## src/hw/lcd_params.svh

```systemverilog
`ifndef LCD_PARAMS_SVH
`define LCD_PARAMS_SVH

// clock rate, 35 MHz system clock
`define LCD_CYC_PER_US 35

// display power-up wait before the first command
`define LCD_POWERUP_US 500

// e low before the enable pulse
`define LCD_SETUP_US 1

// e high time
`define LCD_PULSE_US 13

// whole transfer length, measured from start
`define LCD_SHORT_US 50
`define LCD_LONG_US 200

// wide enough for the power-up count (17500 cycles)
`define LCD_CNT_W 15

`endif

```

## src/hw/lcd_pkg.sv

```systemverilog
package lcd_pkg;

	// one-hot style instruction view, leading one selects the command
	typedef struct packed {
		logic set_ddram;  // bit 7
		logic set_cgram;
		logic func_set;
		logic shift;
		logic disp_ctrl;
		logic entry_mode;
		logic home;
		logic clear;      // bit 0
	} lcd_instr_t;

	// same byte seen as a character (rs=1) or an instruction (rs=0)
	typedef union packed {
		logic [7:0] ch;
		lcd_instr_t instr;
	} lcd_payload_u;

	// settle class after the enable pulse
	typedef enum logic {
		wait_short = 1'b0,  // 50 us
		wait_long  = 1'b1   // 200 us, clear and home
	} lcd_wait_e;

endpackage

```

## src/hw/lcd_xfer_if.sv

```systemverilog
`timescale 1ns/1ns

interface lcd_xfer_if;
	import lcd_pkg::*;

	logic         start;     // one-cycle request from decode
	logic         rs;
	logic         rw;
	lcd_payload_u data;
	lcd_wait_e    wait_cls;
	logic         active;    // execute busy with a transfer
	logic         e_fall;    // last cycle of e high
	logic         done;      // settle time over

	modport dec (output start, rs, rw, data, wait_cls, input active, done);
	modport exe (input start, rs, rw, data, wait_cls, output active, e_fall, done);
	modport res (input rw, active, e_fall);

endinterface

```

## src/hw/lcd_bus_timing.sv

```systemverilog
`timescale 1ns/1ns
`include "lcd_params.svh"

module lcd_bus_timing (
	input  logic       clk,
	input  logic       rst_n,
	output logic       e,
	output logic       rs,
	output logic       rw,
	output logic [7:0] lcd_data,
	lcd_xfer_if.exe    xfer
);
	import lcd_pkg::*;

	localparam logic [`LCD_CNT_W-1:0] setup_cyc =
		`LCD_CNT_W'(`LCD_SETUP_US * `LCD_CYC_PER_US);
	localparam logic [`LCD_CNT_W-1:0] pulse_end =
		`LCD_CNT_W'((`LCD_SETUP_US + `LCD_PULSE_US) * `LCD_CYC_PER_US);
	localparam logic [`LCD_CNT_W-1:0] short_cyc =
		`LCD_CNT_W'(`LCD_SHORT_US * `LCD_CYC_PER_US);
	localparam logic [`LCD_CNT_W-1:0] long_cyc =
		`LCD_CNT_W'(`LCD_LONG_US * `LCD_CYC_PER_US);

	logic [`LCD_CNT_W-1:0] cnt;    // cycles since start
	logic [`LCD_CNT_W-1:0] total;
	logic                   on_bus;

	assign total = (xfer.wait_cls == wait_long) ? long_cyc : short_cyc;

	assign xfer.done   = xfer.active && (cnt == total);
	assign xfer.e_fall = e && (cnt == pulse_end - 1'b1);

	// pins carry the transfer from start until done
	assign on_bus   = xfer.start || xfer.active;
	assign rs       = on_bus && xfer.rs;
	assign rw       = on_bus && xfer.rw;
	assign lcd_data = on_bus ? xfer.data : 8'h00;

	always_ff @(posedge clk) begin
		if (!rst_n) begin
			xfer.active <= 1'b0;
			cnt         <= '0;
			e           <= 1'b0;
		end else begin
			if (xfer.active) begin
				if (xfer.done) begin
					xfer.active <= 1'b0;
					cnt         <= '0;
				end else begin
					cnt <= cnt + 1'b1;
				end
			end else if (xfer.start) begin
				xfer.active <= 1'b1;
				cnt         <= `LCD_CNT_W'(1);  // start cycle counts as zero
			end
			// e follows cnt+1, registered so the strobe is clean
			e <= xfer.active && !xfer.done &&
				(cnt >= setup_cyc - 1'b1) && (cnt < pulse_end - 1'b1);
		end
	end

endmodule

```

## src/hw/lcd_cmd_decode.sv

```systemverilog
`timescale 1ns/1ns
`include "lcd_params.svh"

module lcd_cmd_decode (
	input  logic       clk,
	input  logic       rst_n,
	input  logic [6:0] lcd_config,  // {lines, font, disp, cursor, blink, inc, shift}
	input  logic       lcd_enable,
	input  logic [9:0] lcd_bus,     // {rs, rw, payload}
	output logic       init_done,
	output logic       host_busy,
	lcd_xfer_if.dec    xfer
);
	import lcd_pkg::*;

	localparam logic [`LCD_CNT_W-1:0] powerup_cyc =
		`LCD_CNT_W'(`LCD_POWERUP_US * `LCD_CYC_PER_US);

	typedef enum logic [1:0] {
		st_powerup,
		st_init,
		st_ready
	} dec_state_e;

	dec_state_e             state;
	logic [`LCD_CNT_W-1:0] pwr_cnt;
	logic [1:0]             init_idx;
	logic                   issue;
	logic                   host_take;
	logic                   nxt_rs;
	logic                   nxt_rw;
	lcd_payload_u           nxt_data;

	// init command bytes, 8-bit interface always
	function automatic logic [7:0] init_cmd(input logic [1:0] idx, input logic [6:0] cfg);
		logic [7:0] cmd;
		case (idx)
			2'd0: cmd = {4'b0011, cfg[6], cfg[5], 2'b00};  // function set
			2'd1: cmd = {5'b00001, cfg[4], cfg[3], cfg[2]};  // display control
			2'd2: cmd = 8'h01;  // clear
			default: cmd = {6'b000001, cfg[1], cfg[0]};  // entry mode
		endcase
		return cmd;
	endfunction

	// only clear and return-home need the long settle
	function automatic lcd_wait_e wait_of(input logic is_char, input lcd_payload_u pl);
		lcd_instr_t ins;
		ins = pl.instr;
		if (is_char)
			return wait_short;
		if ({ins.set_ddram, ins.set_cgram, ins.func_set, ins.shift,
				ins.disp_ctrl, ins.entry_mode} != 6'b0)
			return wait_short;
		if (ins.home || ins.clear)
			return wait_long;
		return wait_short;
	endfunction

	assign host_take = (state == st_ready) && lcd_enable && !host_busy && !xfer.active;

	always_comb begin
		issue       = 1'b0;
		nxt_rs      = 1'b0;
		nxt_rw      = 1'b0;
		nxt_data.ch = init_cmd(init_idx, lcd_config);
		case (state)
			st_powerup: begin
				if (pwr_cnt == powerup_cyc - 1'b1) begin
					issue       = 1'b1;
					nxt_data.ch = init_cmd(2'd0, lcd_config);
				end
			end
			st_init: begin
				if (xfer.done && init_idx != 2'd3) begin
					issue       = 1'b1;
					nxt_data.ch = init_cmd(init_idx + 2'd1, lcd_config);
				end
			end
			default: begin
				if (host_take) begin
					issue       = 1'b1;
					nxt_rs      = lcd_bus[9];
					nxt_rw      = lcd_bus[8];
					nxt_data.ch = lcd_bus[7:0];
				end
			end
		endcase
	end

	always_ff @(posedge clk) begin
		if (!rst_n) begin
			state      <= st_powerup;
			pwr_cnt    <= '0;
			init_idx   <= 2'd0;
			init_done  <= 1'b0;
			host_busy  <= 1'b0;
			xfer.start <= 1'b0;
		end else begin
			xfer.start <= issue;
			if (xfer.done)
				host_busy <= 1'b0;
			if (issue)
				host_busy <= 1'b1;  // pending until done
			case (state)
				st_powerup: begin
					pwr_cnt <= pwr_cnt + 1'b1;
					if (issue)
						state <= st_init;
				end
				st_init: begin
					if (xfer.done) begin
						if (init_idx == 2'd3) begin
							state     <= st_ready;
							init_done <= 1'b1;
						end else begin
							init_idx <= init_idx + 2'd1;
						end
					end
				end
				default: ;
			endcase
		end
	end

	// transfer contents, held while execute runs
	always_ff @(posedge clk) begin
		if (issue) begin
			xfer.rs       <= nxt_rs;
			xfer.rw       <= nxt_rw;
			xfer.data     <= nxt_data;
			xfer.wait_cls <= wait_of(nxt_rs, nxt_data);
		end
	end

endmodule

```

## src/hw/lcd_ctrl_top.sv

```systemverilog
`timescale 1ns/1ns

module lcd_ctrl_top (
	input  logic                 clk,
	input  logic                 rst_n,
	input  logic [6:0]           lcd_config,
	input  logic                 lcd_enable,
	input  logic [9:0]           lcd_bus,
	input  logic [7:0]           lcd_rd_data,
	output logic                 e,
	output logic                 rs,
	output logic                 rw,
	output lcd_pkg::lcd_payload_u lcd_data,
	output logic                 busy,
	output logic                 init_done,
	output logic [7:0]           rd_data,
	output logic                 rd_valid
);

	logic host_busy;

	lcd_xfer_if xfer_if ();

	// decode stage, init sequence and host words
	lcd_cmd_decode dec_i (
		.clk        (clk),
		.rst_n      (rst_n),
		.lcd_config (lcd_config),
		.lcd_enable (lcd_enable),
		.lcd_bus    (lcd_bus),
		.init_done  (init_done),
		.host_busy  (host_busy),
		.xfer       (xfer_if.dec)
	);

	// execute stage, display pin timing
	lcd_bus_timing exe_i (
		.clk      (clk),
		.rst_n    (rst_n),
		.e        (e),
		.rs       (rs),
		.rw       (rw),
		.lcd_data (lcd_data),
		.xfer     (xfer_if.exe)
	);

	lcd_status res_i (
		.clk         (clk),
		.rst_n       (rst_n),
		.init_done   (init_done),
		.host_busy   (host_busy),
		.lcd_rd_data (lcd_rd_data),
		.busy        (busy),
		.rd_data     (rd_data),
		.rd_valid    (rd_valid),
		.xfer        (xfer_if.res)
	);

endmodule

```

## src/hw/lcd_status.sv

```systemverilog
`timescale 1ns/1ns

module lcd_status (
	input  logic       clk,
	input  logic       rst_n,
	input  logic       init_done,
	input  logic       host_busy,
	input  logic [7:0] lcd_rd_data,
	output logic       busy,
	output logic [7:0] rd_data,
	output logic       rd_valid,
	lcd_xfer_if.res    xfer
);

	logic rd_capture;

	// sample the display while e is still high
	assign rd_capture = xfer.e_fall && xfer.rw;

	// host sees busy through init, a pending request, or a running transfer
	assign busy = !init_done || host_busy || xfer.active;

	always_ff @(posedge clk) begin
		if (!rst_n)
			rd_valid <= 1'b0;
		else
			rd_valid <= rd_capture;  // one pulse per read
	end

	always_ff @(posedge clk) begin
		if (rd_capture)
			rd_data <= lcd_rd_data;
	end

endmodule

```

## config.mk

```make
export PLATFORM = sky130hd
export DESIGN_NAME = lcd_ctrl_top
export DESIGN_NICKNAME = d
export VERILOG_FILES = /design/src/hw/lcd_pkg.sv /design/src/hw/lcd_xfer_if.sv /design/src/hw/lcd_bus_timing.sv /design/src/hw/lcd_cmd_decode.sv /design/src/hw/lcd_ctrl_top.sv /design/src/hw/lcd_status.sv
export VERILOG_INCLUDE_DIRS = /design/src /design/src/hw
export SDC_FILE = /design/constraint.sdc
export NUM_CORES = 1
export LEC_CHECK = 0
export BUFFER_PORTS_ARGS = -buffer_cell sky130_fd_sc_hd__buf_2
export CAP_MARGIN = 5
export CORE_AREA = 5 5 102 75
export DETAILED_ROUTE_END_ITERATION = 8
export DIE_AREA = 0 0 107 80
export PLACE_DENSITY = 0.74
export SETUP_SLACK_MARGIN = 0.05
export SLEW_MARGIN = 20
export SYNTH_ARGS = -nofsm -noshare
export SYNTH_HDL_FRONTEND = slang
export SYNTH_SLANG_ARGS = --single-unit
```

## constraint.sdc

```tcl
create_clock -name clk -period 2.7 [get_ports clk]
set_input_delay 0.405 -clock clk [delete_from_list [all_inputs] [get_ports clk]]
set_output_delay 0.405 -clock clk [all_outputs]
set_load 0.02 [all_outputs]
```

==> summary.md <==
| Metric | Value |
|---|---|
| Slew HR | `59.63%` |
| Synth area leader | `dfxtp_1` |
| Core area | `6569 µm²` |
| Final hold violation count | `0` |
| Seq/Total Area, Yosys | `42.33%` |
| Hold Path End | `res_i.rd_data[1]` |
| Mapped cell area | `3239 µm²` |
| WHS Path Cells | `1` |
| Vias per cell | `5.665` |
| P per Cell Area | `460.0 nW/µm²` |
| Worst-Skew Late Latency | `330 ps` |
| Die ar. | `8560 µm²` |
| Wirelength, routed | `7374 µm` |
| Diode count | `0` |
| I/O Buffers | `49` |
| Crit path time final | `2517 ps` |
| DRT iter0 DRCs | `157` |
| Hold path start | `lcd_rd_data[1]` |
| Syn Area/Cell | `9.282 µm²` |
| RSZ-0062 raised after global routing | `yes` |
| Clock tree buffer depth | `2` |
| Mapped Nets | `388` |
| Routability Congestion | `0.9268` |
| Initial DRT Pass Iterations | `4` |
| CP Data Arrival Time | `2680 ps` |
| Max Freq | `397.4 MHz` |
| Primary FF master, synth | `dfxtp_1` |
| Register area | `1375 µm²` |
| Final period util | `93.21%` |
| Crit path capture type | `flip-flop` |
| Post-synthesis mux area share | `3.129%` |
| Total grt overflow | `0` |
| CTS tree | `built` |
| First-pass GRT wire length | `12510 µm` |
| Share of layout cells above drive strength 1 | `23.06%` |
| R2R Path Start | `dec_i.xfer.wait_cls` |
| Row count | `25` |
| # setup viols final | `0` |
| Hold_ws | `244.5 ps` |
| Reg clk slew, reported paths | `70 ps` |
| Layout area overhead | `18.35%` |
| CTS buffer count | `9` |
| Drt drc | `0` |
| Area share of the largest cell type after synthesis | `24.72%` |
| Initial Util | `49.31%` |
| Final ANT Viol Nets | `0` |
| Synth Area in Adders | `4.249%` |
| Xor and xnor area share after synthesis | `4.056%` |
| Post-Synth Simple-Gate Area | `27.81%` |
| Biggest fanout along the worst timing path | `6` |
| Number of global-route vias before repair | `2597` |
| Multi-input logic area | `1775 µm²` |
| Netlist cell types | `57` |
| Reg-to-reg slack, setup | `180 ps` |
| Register bit total from synthesis | `59` |
| Die X | `107 µm` |
| Max-cap violations | `0` |
| Commonest cells after routing, fill and taps aside | `buf_2, dfxtp_1, nor2_1` |
| Post-Place Worst Slack | `28.67 ps` |
| Fin cells | `493` |
| Most common cell after layout, fill and taps aside | `buf_2` |
| CTS root buf | `clkbuf_8` |
| Num ports | `50` |
| Final Skew | `6.647 ps` |
| Via count | `2793` |
| Placed insts | `475` |
| Crit path from | `dec_i.xfer.wait_cls` |
| GRT Total Usage | `18.33%` |
| Gate count of the mapped netlist | `349` |
| Slew Viols, Final | `0` |
| Max H-tree Level | `3` |
| Peak VDD IR | `0.0003564 V` |
| Largest net degree at the start of global routing | `37` |
| Synth warn | `0` |
| WS Path Type | `reg2reg` |
| Setup crit start kind | `flip-flop` |
| Outcome | `complete, no violations` |
| Post-synth EDFFs | `19` |
| Total Power | `1764 µW` |
| Critical R2R Capture | `dec_i.xfer.wait_cls` |
| Slew of the pin with the lowest slew margin | `604.8 ps` |
| Async S/R FF share, synth | `0%` |
| DP Wirelength | `5375 µm` |
| Fill cell count | `595` |
| Initial antenna violation count | `0` |
| Largest cells by area after synthesis | `dfxtp_1, edfxtp_1, and2_1` |
| Complex-gate fraction of the synthesized area | `15.06%` |
| Post-DR wirelength/cell | `14.96 µm` |
| Req. time, crit path | `2860 ps` |
| Main combinational cell family by area after synthesis | `simple AND/OR/NAND/NOR gates` |
| Reg2reg path depth | `8` |
| Min-Delay Path Class | `in2reg` |
| Leak pwr | `0.001498 µW` |
| TritonCTS Sinks | `59` |
| Final net count | `446` |
| Worst setup margin | `183.4 ps` |
| Die H | `80 µm` |
| Setup TNS | `0 ps` |
final cells by class:
type	instances	share of cell area, %
timing repair buffer	63	9.465
inverter	7	0.6854
clock buffer	9	3.231
sequential	59	35.87
multi-input combinational	267	46.31
clock inverter	7	1.795
tap	81	2.644
cell usage after synthesis (2+ instances only):
| cell | number |
|---|---|
| a211o_1 | 2 |
| a211oi_1 | 5 |
| a21boi_0 | 6 |
| a21oi_1 | 10 |
| a221oi_1 | 3 |
| a31oi_1 | 4 |
| and2_1 | 25 |
| and3_1 | 12 |
| and3b_1 | 2 |
| and4b_1 | 2 |
| buf_2 | 5 |
| buf_6 | 2 |
| clkbuf_1 | 8 |
| dfxtp_1 | 40 |
| edfxtp_1 | 19 |
| ha_1 | 11 |
| inv_1 | 7 |
| mux2i_1 | 9 |
| nand2_1 | 28 |
| nand3_1 | 11 |
| nand3b_1 | 2 |
| nand4_1 | 10 |
| nor2_1 | 29 |
| nor2b_1 | 7 |
| nor3_1 | 10 |
| nor3b_1 | 3 |
| nor4b_1 | 2 |
| o211a_1 | 2 |
| o211ai_1 | 6 |
| o21a_1 | 3 |
| o21ai_0 | 18 |
| o21bai_1 | 2 |
| or2_2 | 2 |
| or3_1 | 5 |
| or4b_1 | 2 |
| xnor2_1 | 9 |
| xor2_1 | 6 |
critical path: stages, from the launching register on:
cell and delay, ps:
edfxtp_1 450, nor4b_2 260, nand4_1 220, a2111oi_4 490, buf_4 220, and2_1 250, a211o_1 190, nor2_1 60
nor4_2 220
state kept, by name, indices dropped and copies added, names as in the netlist:
| name | cells |
|---|---|
| dec_i.host_busy | 1 |
| dec_i.init_done | 1 |
| dec_i.init_idx | 2 |
| dec_i.pwr_cnt | 15 |
| dec_i.state | 2 |
| dec_i.xfer.data | 8 |
| dec_i.xfer.rs | 1 |
| dec_i.xfer.rw | 1 |
| dec_i.xfer.start | 1 |
| dec_i.xfer.wait_cls | 1 |
| exe_i.cnt | 15 |
| exe_i.e | 1 |
| exe_i.xfer.active | 1 |
| res_i.rd_data | 8 |
| res_i.rd_valid | 1 |
where the power goes:
group          total, µW  internal (µW)  switching [µW]
Sequential           920            916            3.58
Combinational       68.0           32.7            35.3
Clock                776            422             354
Total               1760           1370             393
through the flow:
step           instance area (µm²)  utilization [%]
4_1_cts                       3806            57.94
6_report                      3834            58.36
2_1_floorplan                 3243                -
5_1_grt                       3834            58.36
3_3_place_gp                  3610            54.95
3_5_place_dp                  3610            54.95
layer usage:
metal	routed length [µm]	GRT usage [%]
met1	3519	25.90
met2	3256	26.76
met3	500	4.527
met4	97	7.280
met5	0	0
worst max-delay path by stage:
stage | to | cells past startpoint
after floorplan | dec_i.xfer.data[0] | 7
final | dec_i.xfer.wait_cls | 8
after detailed placement | dec_i.xfer.wait_cls | 8
after global placement | dec_i.xfer.wait_cls | 8
after global routing | dec_i.xfer.wait_cls | 7
after CTS | dec_i.xfer.wait_cls | 8
kinds of logic after synthesis:
logic type,Yosys count
compound gates,70
xor+xnor,15
fa+ha+maj,11
buf+inv,23
flops,59
mux,10
simple gates,161
what timing repair did:
action | CTS | global route
gates cloned | 0 | 0
setup endpoints to repair | 1 | 2
hold buffers | 0 | 0
buffers inserted | 0 | 2
resized for setup | 1 | 5
pin swaps | 0 | 4
No activity file was read; power rests on OpenSTA's default activity.
